--- config.mk ---
export PLATFORM = sky130hd
export DESIGN_NAME = alu_top
export DESIGN_NICKNAME = d
export VERILOG_FILES = /design/src/design/alu_flag_pkg.sv /design/src/design/alu_op_pkg.sv /design/src/design/alu_operand_if.sv /design/src/design/alu_top.sv /design/src/design/alu_result_stage.sv /design/src/design/alu_logic_unit.sv /design/src/design/alu_arith_unit.sv /design/src/design/alu_operand_stage.sv
export VERILOG_INCLUDE_DIRS = /design/src /design/src/design
export SDC_FILE = /design/constraint.sdc
export NUM_CORES = 1
export LEC_CHECK = 0
export BUFFER_PORTS_ARGS = -buffer_cell sky130_fd_sc_hd__buf_4
export CAP_MARGIN = 20
export CORE_ASPECT_RATIO = 1.2
export CORE_UTILIZATION = 58
export DETAILED_ROUTE_END_ITERATION = 8
export PLACE_DENSITY_LB_ADDON = 0.12
export SYNTH_ARGS = -nofsm -noshare
export SYNTH_HDL_FRONTEND = slang
export SYNTH_SLANG_ARGS = --single-unit
--- constraint.sdc ---
create_clock -name clk -period 13.6 [get_ports clk]
set_input_delay 1.36 -clock clk [delete_from_list [all_inputs] [get_ports clk]]
set_output_delay 1.36 -clock clk [all_outputs]
set_load 0.01 [all_outputs]
--- src/design/alu_cfg.svh ---
`ifndef ALU_CFG_SVH
`define ALU_CFG_SVH

// ********************************************************************
// datapath sizing
// ********************************************************************

`define ALU_DATA_WIDTH 16 // operand and result width

// saturation limits, signed 16-bit words
`define ALU_SAT_POS 16'h7fff // largest positive
`define ALU_SAT_NEG 16'h8000 // most negative

`endif
--- src/design/alu_flag_pkg.sv ---
`include "alu_cfg.svh"

package alu_flag_pkg;

	// ********************************************************************
	// status flags as they leave the result stage
	// ********************************************************************
	typedef struct packed {
		logic az; // zero
		logic an; // negative
		logic ac; // carry
		logic av; // overflow
	} alu_flags_t;

	// what each unit hands to the result stage, 21 bits
	typedef struct packed {
		logic [`ALU_DATA_WIDTH-1:0] data;
		logic an;
		logic ac;
		logic av;
		logic sat_pos; // true (unwrapped) result is positive
		logic eq;      // compare only, x == y
	} alu_unit_result_t;

endpackage

--- src/design/alu_op_pkg.sv ---
package alu_op_pkg;

	typedef logic [1:0] alu_hc_t; // high class, opcode bits 21-20
	typedef logic [2:0] alu_sc_t; // subcode, opcode bits 19-17

	// arithmetic view of the opcode word
	typedef struct packed {
		alu_hc_t    hc;    // hc[1] set means unary, adder works on 0 and x
		logic [1:0] sc_hi; // sc[2:1], low bit routes the registered carry in
		logic       inv_y; // sc[0], invert second adder operand
	} alu_arith_op_t;

	// logic view of the same word
	typedef struct packed {
		logic       unary; // only x used
		logic [3:0] sel;   // {hc[0], sc}
	} alu_logic_op_t;

	// one word, read by whichever unit log points at
	typedef union packed {
		alu_arith_op_t arith;
		alu_logic_op_t logic_op;
	} alu_opcode_u;

	// full arithmetic codes {hc, sc}
	localparam logic [4:0] AOP_ADD  = 5'b00_000; // x+y
	localparam logic [4:0] AOP_SUB  = 5'b00_001; // x-y
	localparam logic [4:0] AOP_ADDC = 5'b00_010; // x+y+ci
	localparam logic [4:0] AOP_SUBB = 5'b00_011; // x-y+ci-1
	localparam logic [4:0] AOP_CMP  = 5'b00_101; // comp(x,y)
	localparam logic [4:0] AOP_MIN  = 5'b01_001;
	localparam logic [4:0] AOP_MAX  = 5'b01_011;
	localparam logic [4:0] AOP_NEG  = 5'b10_001; // -x
	localparam logic [4:0] AOP_ABS  = 5'b11_001; // abs x

	// logic select codes
	localparam logic [3:0] LSEL_AND = 4'b0000;
	localparam logic [3:0] LSEL_OR  = 4'b0001;
	localparam logic [3:0] LSEL_XOR = 4'b0010;
	localparam logic [3:0] LSEL_NOT = 4'b1000; // with unary set

endpackage

--- src/design/alu_operand_if.sv ---
`timescale 1ns/100ps
`include "alu_cfg.svh"

interface alu_operand_if ();
	import alu_op_pkg::*;

	logic [`ALU_DATA_WIDTH-1:0] x; // captured operands
	logic [`ALU_DATA_WIDTH-1:0] y;
	alu_opcode_u opcode;           // {hc, sc} as captured
	logic log;                     // 1 = logic unit, 0 = arith unit

	// capture stage owns everything
	modport capture (output x, y, opcode, log);

	// units and result stage only look
	modport unit (input x, y, opcode, log);

endinterface

--- src/design/alu_top.sv ---
`timescale 1ns/100ps
`include "alu_cfg.svh"

module alu_top
(
	input logic clk,
	input logic reset,
	input logic en,
	input logic log,
	input alu_op_pkg::alu_hc_t hc,
	input alu_op_pkg::alu_sc_t sc,
	input logic sat,
	input logic [`ALU_DATA_WIDTH-1:0] x_in,
	input logic [`ALU_DATA_WIDTH-1:0] y_in,
	output logic [`ALU_DATA_WIDTH-1:0] result,
	output logic az,
	output logic an,
	output logic ac,
	output logic av,
	output logic out_valid
);
	import alu_flag_pkg::*;

	alu_operand_if ops_if (); // captured operands and opcode
	logic sat_q;
	logic issue;
	logic carry;              // registered ac back to the adder
	alu_unit_result_t arith_res;
	alu_unit_result_t logic_res;
	alu_flags_t flags;

	// ********************************************************************
	// stage 1, capture
	// ********************************************************************
	alu_operand_stage alu_operand_stage_inst
	(
		.clk(clk),
		.reset(reset),
		.en(en),
		.log(log),
		.hc(hc),
		.sc(sc),
		.sat(sat),
		.x_in(x_in),
		.y_in(y_in),
		.ops(ops_if.capture),
		.sat_q(sat_q),
		.issue(issue)
	);

	// units, combinational
	alu_arith_unit alu_arith_unit_inst
	(
		.ops(ops_if.unit),
		.carry_in(carry),
		.res(arith_res)
	);

	alu_logic_unit alu_logic_unit_inst
	(
		.ops(ops_if.unit),
		.res(logic_res)
	);

	// stage 2, result and flags
	alu_result_stage alu_result_stage_inst
	(
		.clk(clk),
		.reset(reset),
		.issue(issue),
		.sat_q(sat_q),
		.ops(ops_if.unit),
		.arith_res(arith_res),
		.logic_res(logic_res),
		.result(result),
		.flags(flags),
		.carry_out(carry),
		.out_valid(out_valid)
	);

	// flags out as plain ports
	assign az = flags.az;
	assign an = flags.an;
	assign ac = flags.ac;
	assign av = flags.av;

endmodule

--- src/design/alu_result_stage.sv ---
`timescale 1ns/100ps
`include "alu_cfg.svh"

module alu_result_stage
(
	input logic clk,
	input logic reset,
	input logic issue,
	input logic sat_q,
	alu_operand_if.unit ops,
	input alu_flag_pkg::alu_unit_result_t arith_res,
	input alu_flag_pkg::alu_unit_result_t logic_res,
	output logic [`ALU_DATA_WIDTH-1:0] result,
	output alu_flag_pkg::alu_flags_t flags,
	output logic carry_out,
	output logic out_valid
);
	import alu_op_pkg::*;
	import alu_flag_pkg::*;

	localparam int W = `ALU_DATA_WIDTH;

	alu_unit_result_t sel; // chosen unit result
	logic sat_hit;
	logic is_cmp;
	logic [W-1:0] data_d;
	alu_flags_t flags_d;

	assign sel = ops.log ? logic_res : arith_res;
	assign sat_hit = sat_q & sel.av;
	assign is_cmp = !ops.log && (ops.opcode.arith == AOP_CMP);

	// ********************************************************************
	// saturation and zero flag
	// ********************************************************************
	always_comb
	begin
		data_d = sel.data;
		if (sat_hit)
			data_d = sel.sat_pos ? `ALU_SAT_POS : `ALU_SAT_NEG; // clamp toward true sign
		flags_d.az = is_cmp ? sel.eq : (data_d == '0);
		flags_d.an = sat_hit ? ~sel.sat_pos : sel.an; // follow the clamped word
		flags_d.ac = sel.ac;
		flags_d.av = sel.av; // stays set even when clamped
	end

	// output register
	always_ff @(posedge clk)
	begin
		if (reset)
		begin
			result <= '0;
			flags <= '0;
			out_valid <= 1'b0;
		end
		else
		begin
			out_valid <= issue; // single-cycle pulse per op
			if (issue)
			begin
				result <= data_d;
				flags <= flags_d;
			end
		end
	end

	assign carry_out = flags.ac; // feeds addc/subb of the next op

endmodule

--- src/design/alu_logic_unit.sv ---
`timescale 1ns/100ps
`include "alu_cfg.svh"

module alu_logic_unit
(
	alu_operand_if.unit ops,
	output alu_flag_pkg::alu_unit_result_t res
);
	import alu_op_pkg::*;

	localparam int W = `ALU_DATA_WIDTH;

	alu_logic_op_t op;

	assign op = ops.opcode.logic_op; // logic view of the word

	always_comb
	begin
		res = '0; // carry, overflow, eq stay clear
		if (!op.unary)
		begin
			case (op.sel)
				LSEL_AND: res.data = ops.x & ops.y;
				LSEL_OR:  res.data = ops.x | ops.y;
				LSEL_XOR: res.data = ops.x ^ ops.y;
				default: ;
			endcase
		end
		else if (op.sel == LSEL_NOT)
			res.data = ~ops.x;
		res.an = res.data[W-1];
	end

endmodule

--- src/design/alu_arith_unit.sv ---
`timescale 1ns/100ps
`include "alu_cfg.svh"

module alu_arith_unit
(
	alu_operand_if.unit ops,
	input logic carry_in,
	output alu_flag_pkg::alu_unit_result_t res
);
	import alu_op_pkg::*;

	localparam int W = `ALU_DATA_WIDTH;

	alu_arith_op_t op;
	logic [W-1:0] add_a; // adder operands after unary/invert muxing
	logic [W-1:0] add_b;
	logic add_cin;
	logic [W:0] sum;     // 17 bits with carry on top
	logic add_ov;
	logic lt;            // signed x < y
	logic eq;

	assign op = ops.opcode.arith;

	// ********************************************************************
	// shared adder
	// ********************************************************************
	always_comb
	begin
		add_a = op.hc[1] ? '0 : ops.x;    // neg/abs take 0 + ~x + 1
		add_b = op.hc[1] ? ops.x : ops.y;
		if (op.inv_y)
			add_b = ~add_b;
		// registered ac for addc/subb, else the +1 of a subtract
		add_cin = op.sc_hi[0] ? carry_in : op.inv_y;
	end

	assign sum = {1'b0, add_a} + {1'b0, add_b} + {{W{1'b0}}, add_cin};

	// same-sign inputs with a different-sign output
	assign add_ov = (add_a[W-1] == add_b[W-1]) && (sum[W-1] != add_a[W-1]);

	// true signed compare for cmp/min/max
	assign lt = $signed(ops.x) < $signed(ops.y);
	assign eq = (ops.x == ops.y);

	// ********************************************************************
	// op select and flags
	// ********************************************************************
	always_comb
	begin
		res = '0; // undefined code leaves zero data and clear flags
		case (op)
			AOP_ADD, AOP_SUB, AOP_ADDC, AOP_SUBB, AOP_NEG:
			begin
				res.data = sum[W-1:0];
				res.ac = sum[W];
				res.av = add_ov;
			end
			AOP_ABS:
			begin
				res.data = ops.x[W-1] ? sum[W-1:0] : ops.x;
				res.av = add_ov; // only abs(0x8000)
			end
			AOP_CMP:
			begin
				res.data = ops.x;
				res.eq = eq;
				res.an = lt;
			end
			AOP_MIN: res.data = lt ? ops.x : ops.y;
			AOP_MAX: res.data = lt ? ops.y : ops.x;
			default: ;
		endcase
		if (op != AOP_CMP)
			res.an = res.data[W-1];
		// sign of the unwrapped result flips back on overflow
		res.sat_pos = ~(res.data[W-1] ^ res.av);
	end

endmodule

--- src/design/alu_operand_stage.sv ---
`timescale 1ns/100ps
`include "alu_cfg.svh"

module alu_operand_stage
(
	input logic clk,
	input logic reset,
	input logic en,
	input logic log,
	input alu_op_pkg::alu_hc_t hc,
	input alu_op_pkg::alu_sc_t sc,
	input logic sat,
	input logic [`ALU_DATA_WIDTH-1:0] x_in,
	input logic [`ALU_DATA_WIDTH-1:0] y_in,
	alu_operand_if.capture ops,
	output logic sat_q,
	output logic issue
);
	import alu_op_pkg::*;

	// ********************************************************************
	// control capture
	// ********************************************************************
	always_ff @(posedge clk)
	begin
		if (reset)
		begin
			issue <= 1'b0;
			sat_q <= 1'b0;
			ops.log <= 1'b0;
			ops.opcode <= '0;
		end
		else
		begin
			issue <= en; // one-cycle copy, result stage loads on it
			if (en)
			begin
				ops.log <= log;
				ops.opcode <= alu_opcode_u'({hc, sc}); // raw word, views decode later
				sat_q <= sat;
			end
		end
	end

	// operand capture
	always_ff @(posedge clk)
	begin
		if (en)
			ops.x <= x_in;
		if (en && !hc[1])
			ops.y <= y_in; // unary ops leave y alone
	end

endmodule

==> results of run 1 <==
[critical path, stage by stage, from the launching register on]
cell and delay, ns:
dfxtp_1 0.77, buf_4 0.44, xor2_1 0.15, fa_1 0.47
nor2b_1 0.18, o31a_1 0.24, a41oi_1 0.19, o311ai_1 0.59
nand2_1 0.15, a31o_2 0.26, a221oi_1 0.38, o2111ai_1 0.17
or4_1 0.55, o41ai_2 0.32
[worst paths after layout]
| check | to | slack [ns] | depth (start not counted) | start |
|---|---|---|---|---|
| setup / recovery | alu_result_stage_inst.flags[3] | 8.63 | 13 | alu_operand_stage_inst.ops.opcode[0] |
| hold / removal | alu_result_stage_inst.result[3] | 0.47 | 2 | alu_result_stage_inst.result[3] |
| setup reg to reg | alu_result_stage_inst.flags[3] | 8.63 | 13 | alu_operand_stage_inst.ops.opcode[0] |
| hold reg to reg | alu_result_stage_inst.result[3] | 0.47 | 2 | alu_result_stage_inst.result[3] |
[registers in the layout (all words and copies together) (netlist names)]
signal,count
alu_result_stage_inst.result,16
alu_operand_stage_inst.ops.y,16
alu_operand_stage_inst.sat_q,1
alu_result_stage_inst.out_valid,1
alu_result_stage_inst.flags,3
alu_result_stage_inst.carry_out,1
alu_operand_stage_inst.ops.log,1
alu_operand_stage_inst.ops.x,16
alu_operand_stage_inst.ops.opcode,5
alu_operand_stage_inst.issue,1
[placed cells by master, fill, tap and decap left out, types with 5 or more instances in the layout]
| cell type | n |
|---|---|
| ha_1 | 63 |
| o22ai_1 | 21 |
| xnor2_1 | 25 |
| dfxtp_1 | 29 |
| nand2b_1 | 7 |
| a22o_1 | 17 |
| nor2b_1 | 10 |
| buf_4 | 72 |
| o21ai_0 | 22 |
| nor3_1 | 7 |
| nor2_1 | 53 |
| a222oi_1 | 5 |
| nor4_1 | 5 |
| o22a_1 | 18 |
| mux2i_1 | 39 |
| nand3_1 | 10 |
| a221oi_1 | 8 |
| a21o_1 | 6 |
| a21oi_1 | 22 |
| clkbuf_8 | 9 |
| inv_1 | 45 |
| nand2_1 | 45 |
| edfxtp_1 | 32 |
| nand4_1 | 7 |
[logic make-up (layout without fill, tap and decap cells)]
| group | Yosys count | after routing |
|---|---|---|
| xor+xnor | 28 | 28 |
| simple gates | 169 | 169 |
| flops | 61 | 61 |
| buf+inv | 83 | 133 |
| fa+ha+maj | 65 | 65 |
| compound gates | 167 | 167 |
| mux | 43 | 43 |
[power by group]
part,switching [mW],leakage (nW),internal (mW)
combinational,0.159,2.04,0.121
clock,0.0830,0.102,0.0780
sequential,0.0167,0.544,0.208
[final cells by class]
class / instances / share of cell area [%]
inverter: 45 / 2.72
multi-input combinational: 472 / 58.2
clock buffer: 10 / 2.40
timing repair buffer: 72 / 8.72
sequential: 61 / 24.9
clock inverter: 6 / 0.726
tap: 120 / 2.42
[through the flow]
stage | hold slack (ns) | instance area (µm²) | power [mW] | worst slack [ns]
3_5_place_dp | 0.464 | 6000 | 0.502 | 8.75
4_1_cts | 0.482 | 6190 | 0.662 | 8.72
5_1_grt | 0.506 | 6200 | 0.701 | 8.40
2_1_floorplan | 0.483 | 5470 | 0.424 | 8.90
3_3_place_gp | 0.444 | 6000 | 0.495 | 8.98
6_report | 0.474 | 6200 | 0.666 | 8.63
[metal layers]
| layer | track usage (%) | part of all wire [%] | up-vias |
|---|---|---|---|
| li1 | - | - | 2369 |
| met5 | 0 | 0 | - |
| met3 | 7.10 | 7.4 | 58 |
| met2 | 55.7 | 48 | 240 |
| met1 | 37.2 | 40 | 2404 |
| met4 | 18.4 | 4.3 | 0 |
==> results.sh, run 1 <==
export IMPL_status="complete, no violations"
export IMPL_gp_congestion=0.934
export IMPL_syn_area_um2=5470
export IMPL_synth_top_family_by_area="compound AO/OA/AOI/OAI gates"
export IMPL_cts_hold_buffers=0
export IMPL_cts_clk_slew_worst_paths_ns=0.08
export IMPL_ios=63
export IMPL_clock_sinks=61
export IMPL_cts_buffers=9
export IMPL_clock_root_buffer="clkbuf_8"
export IMPL_synth_distinct_cells=72
export IMPL_slew_headroom_pct=40.2
export IMPL_rsz0062_at_grt="false"
export IMPL_critical_path_peak_fanout=24
export IMPL_seqCellArea_um2=1540
export IMPL_die_x_um=90.7
export IMPL_grt_max_degree=44
export IMPL_cts_setup_buffers=0
export IMPL_finish_utilization_pct=68.3
export IMPL_hpwl_mm=11.6
export IMPL_synth_commonest_cells="63 x ha_1, 53 x nor2_1, 45 x inv_1, 45 x nand2_1, 39 x mux2i_1"
export IMPL_routedWlPerCell_um=19.6
export IMPL_setup_violations=0
export IMPL_initial_core_util_pct=60.3
export IMPL_synth_seq_cells=61
export IMPL_floorplan_die_height_um=108
export IMPL_fin_worst_skew_ns=0.00726
export IMPL_syn_nets=723
export IMPL_cap_violations=0
export IMPL_synth_seq_area_share_pct=28.2
export IMPL_finalMaxSlewViolations=0
export IMPL_startpoint_type="register"
export IMPL_crit_path_end_kind="register"
export IMPL_synthAdderAreaFrac_pct=15.1
export IMPL_fin_crit_sh_pct=36.6
export IMPL_finalNetCount=768
export IMPL_worst_slew_pin_slew_ns=0.893
export IMPL_synthSimpleGateAreaFrac_pct=15.3
export IMPL_avgViaCountPerCell=6.45
export IMPL_port_buffer_count=62
export IMPL_p_per_area_nw_per_um2=107
export IMPL_hold_violations=0
export IMPL_cts_tree="yes"
export IMPL_hold_class="reg -> reg"
export IMPL_finalWirelength_mm=15.4
export IMPL_criticalPathCategory="reg -> reg"
export IMPL_synth_top_area_cell="edfxtp_1"
export IMPL_core_region_area_um2=9080
export IMPL_multi_input_area_um2=3610
export IMPL_avgSynthCellArea_um2=8.89
export IMPL_drt_first_pass_iters=7
export IMPL_ir_drop_mv=0.0749
export IMPL_instances_no_fill=786
export IMPL_antennaDiodeCount=0
export IMPL_layout_drive_gt1_share_pct=16.5
export IMPL_gr_total_overflow=0
export IMPL_required_ns=13.87
export IMPL_worst_ep_arrival_time_ns=5.24
export IMPL_synthCells=616
export IMPL_fmax_ghz=0.201
export IMPL_async_flop_share_pct=0
export IMPL_num_vias=5071
export IMPL_synth_edf_count=32
export IMPL_grtUsageTotal_pct=32.4
export IMPL_drtIter0Drc=417
export IMPL_cts_resized=0
export IMPL_p_leak_nw=2.68
export IMPL_min_period_ns=4.97
export IMPL_setup_tns_ns=0
export IMPL_synthMuxAreaShare_pct=7.95
export IMPL_synthFlopType="edfxtp_1"
export IMPL_ys_warn_count=0
export IMPL_synth_compound_area_share_pct=23.0
export IMPL_clk_latency_ns=0.36
export IMPL_first_global_vias=4987
export IMPL_netlist_top_cells_area="edfxtp_1 18%, ha_1 14%, dfxtp_1 11%"
export IMPL_antenna_found_initial=0
export IMPL_drc_errors=0
export IMPL_ant_nets=0
export IMPL_clk_path_buf_depth=2
export IMPL_yosys_cell_count_top_type="ha_1"
export IMPL_yosys_area_share_xor_xnor_pct=4.48
export IMPL_h_tree_depth=3
export IMPL_place_inst=769
export IMPL_die_area_um2=9830
export IMPL_grt_pass1_wl_mm=24.6
export IMPL_rows=38
export IMPL_final_fill_count=740
export IMPL_synth_top_cell_area_share_pct=17.6
export IMPL_syn2layout_area_growth_pct=13.3
No activity file was read; power rests on OpenSTA's default activity.
==> inputs of run 2 (changes only) <==
Clock period 13.6 ns to 4.89 ns, I/O delays scaled along.
==> run 2 against run 1 <==
Effect of this change:
- critical endpoint unchanged
- wire length grew 6.7%
- critical path depth grew 1
- first-iteration DRC count grew 24%
- largest power group unchanged
- setup slack lost 8.2 ns
==> results.sh, run 2 (same netlist as run 1, synthesis figures left out) <==
export IMPL_cts_buffers=9
export IMPL_h_tree_depth=3
export IMPL_worstPathCellList="buf_4 > buf_4 > mux2i_1 > xnor2_1 > ha_1 > a21o_1 > o21ai_0 > o311ai_2 > and4b_1 > a31o_2 > a221oi_1 > o2111ai_1 > or4_1 > o41ai_2"
export IMPL_reg_largest_list="alu_operand_stage_inst.ops.x: 16 flops, alu_operand_stage_inst.ops.y: 16 flops, alu_result_stage_inst.result: 16 flops"
export IMPL_setup_violations=0
export IMPL_grtUsageTotal_pct=34.1
export IMPL_drc_errors=0
export IMPL_drt_first_pass_iters=6
export IMPL_antennaDiodeCount=0
export IMPL_startpoint_type="register"
export IMPL_p_comb_share_pct=42.0
export IMPL_hpwl_mm=12.4
export IMPL_cap_violations=0
export IMPL_antenna_found_initial=0
export IMPL_worst_ep_arrival_time_ns=4.74
export IMPL_critPathTopFamily="compound AO/OA/AOI/OAI gates"
export IMPL_met2_length_mm=7.77
export IMPL_finalNetCount=778
export IMPL_required_ns=5.18
export IMPL_status="complete, no violations"
export IMPL_fin_worst_skew_ns=0.0160
export IMPL_rsz0062_at_grt="false"
export IMPL_p_clk_share_pct=25.5
export IMPL_num_vias=5207
export IMPL_hold_class="in -> reg"
export IMPL_rows=38
export IMPL_avgViaCountPerCell=6.54
export IMPL_floorplan_die_height_um=108
export IMPL_grt_pass1_wl_mm=25.6
export IMPL_die_x_um=90.7
export IMPL_ant_nets=0
export IMPL_gp_congestion=0.970
export IMPL_met3_length_mm=1.20
export IMPL_seqPwrFrac_pct=32.5
export IMPL_slew_headroom_pct=51.5
export IMPL_totalPowerFinal_mw=1.93
export IMPL_p_sw_uw=754
export IMPL_first_global_vias=4837
export IMPL_worst_slew_pin_slew_ns=0.722
export IMPL_finalWirelength_mm=16.4
export IMPL_critical_path_peak_fanout=17
export IMPL_clock_root_buffer="clkbuf_8"
export IMPL_min_period_ns=4.45
export IMPL_criticalPathCategory="reg -> reg"
export IMPL_ios=63
export IMPL_critPathMostFrequentCell="buf_4"
export IMPL_layout_commonest_cell="buf_4"
export IMPL_p_leak_nw=2.74
export IMPL_pre_cts_ws_ns=0.477
export IMPL_port_buffer_count=62
export IMPL_clock_sinks=61
export IMPL_clk_path_buf_depth=2
export IMPL_crit_path_end_kind="register"
export IMPL_p_int_mw=1.18
export IMPL_gr_total_overflow=0
export IMPL_setup_tns_ns=0
export IMPL_p_per_area_nw_per_um2=306
export IMPL_hold_violations=0
export IMPL_ir_drop_mv=0.178
export IMPL_met1_length_mm=6.58
export IMPL_finish_utilization_pct=69.4
export IMPL_crit_buf_inv=2
export IMPL_die_area_um2=9830
export IMPL_syn2layout_area_growth_pct=15.1
export IMPL_cts_tree="yes"
export IMPL_cts_setup_buffers=0
export IMPL_routedWlPerCell_um=20.7
export IMPL_fmax_ghz=0.225
export IMPL_final_fill_count=763
export IMPL_fin_ws_ns=0.437
export IMPL_finalMaxSlewViolations=0
export IMPL_grt_max_degree=32
export IMPL_top_layer="met4"
export IMPL_layout_drive_gt1_share_pct=17.9
export IMPL_initial_core_util_pct=60.3
export IMPL_drtIter0Drc=516
export IMPL_cts_clk_slew_worst_paths_ns=0.09
export IMPL_core_region_area_um2=9080
export IMPL_fin_crit_sh_pct=91.1
export IMPL_critical_path_max_stage_delay_ns=0.56
export IMPL_switching_share_pct=39.1
export IMPL_cp_slowest_cell="or4_1"
export IMPL_clk_latency_ns=0.37
export IMPL_final_cell_mix="82 x buf_4, 63 x ha_1, 53 x nor2_1"
## run 2: cell type report
cell class / count / area, µm² / share of cell area [%]
Multi-Input combinational cell: 472 / 3610 / 57.3
Timing Repair Buffer: 82 / 616 / 9.77
Clock buffer: 11 / 174 / 2.76
Tap cell: 120 / 150 / 2.38
Clock inverter: 5 / 37.5 / 0.596
Inverter: 45 / 169 / 2.68
Sequential cell: 61 / 1540 / 24.5
## run 2: path summary, 6_finish.rpt
| kind | from | endpoint | slack (ns) | cells past startpoint |
|---|---|---|---|---|
| max reg2reg | alu_operand_stage_inst.ops.opcode[4] | alu_result_stage_inst.flags[3] | 0.44 | 14 |
| max | alu_operand_stage_inst.ops.opcode[4] | alu_result_stage_inst.flags[3] | 0.44 | 14 |
| min reg2reg | alu_result_stage_inst.result[3] | alu_result_stage_inst.result[3] | 0.47 | 2 |
| min | y_in[5] | alu_operand_stage_inst.ops.y[5] | 0.28 | 1 |
## run 2: metrics by stage
stage / instances / hold WS [ns] / cell area [µm²]
6_report: 796 / 0.281 / 6300
5_1_grt: 796 / 0.289 / 6300
4_1_cts: 795 / 0.279 / 6290
3_5_place_dp: 779 / 0.444 / 6070
3_3_place_gp: 779 / 0.444 / 6070
2_1_floorplan: 616 / 0.483 / 5470
## run 2: power by group through the flow
| stage | combinational, mW | clock [mW] | sequential [mW] |
|---|---|---|---|
| finish | 0.812 | 0.492 | 0.627 |
| floorplan | 0.556 | 0 | 0.625 |
| global route | 0.875 | 0.503 | 0.632 |
| global placement | 0.770 | 0 | 0.635 |
| CTS | 0.789 | 0.493 | 0.625 |
| detailed placement | 0.782 | 0 | 0.637 |
## run 2: what timing repair did
item | in CTS | in global routing
endpoints found under the setup margin | 0 | 1
hold buffers | 0 | 0
gates resized for setup | 0 | 1
## run 2: per-layer routing
layer  vias to the layer above  global-route usage (%)
li1                       2389                       -
met1                      2463                    40.9
met2                       289                    58.1
met3                        66                    4.64
met4                         0                    21.0
met5                         -                       0
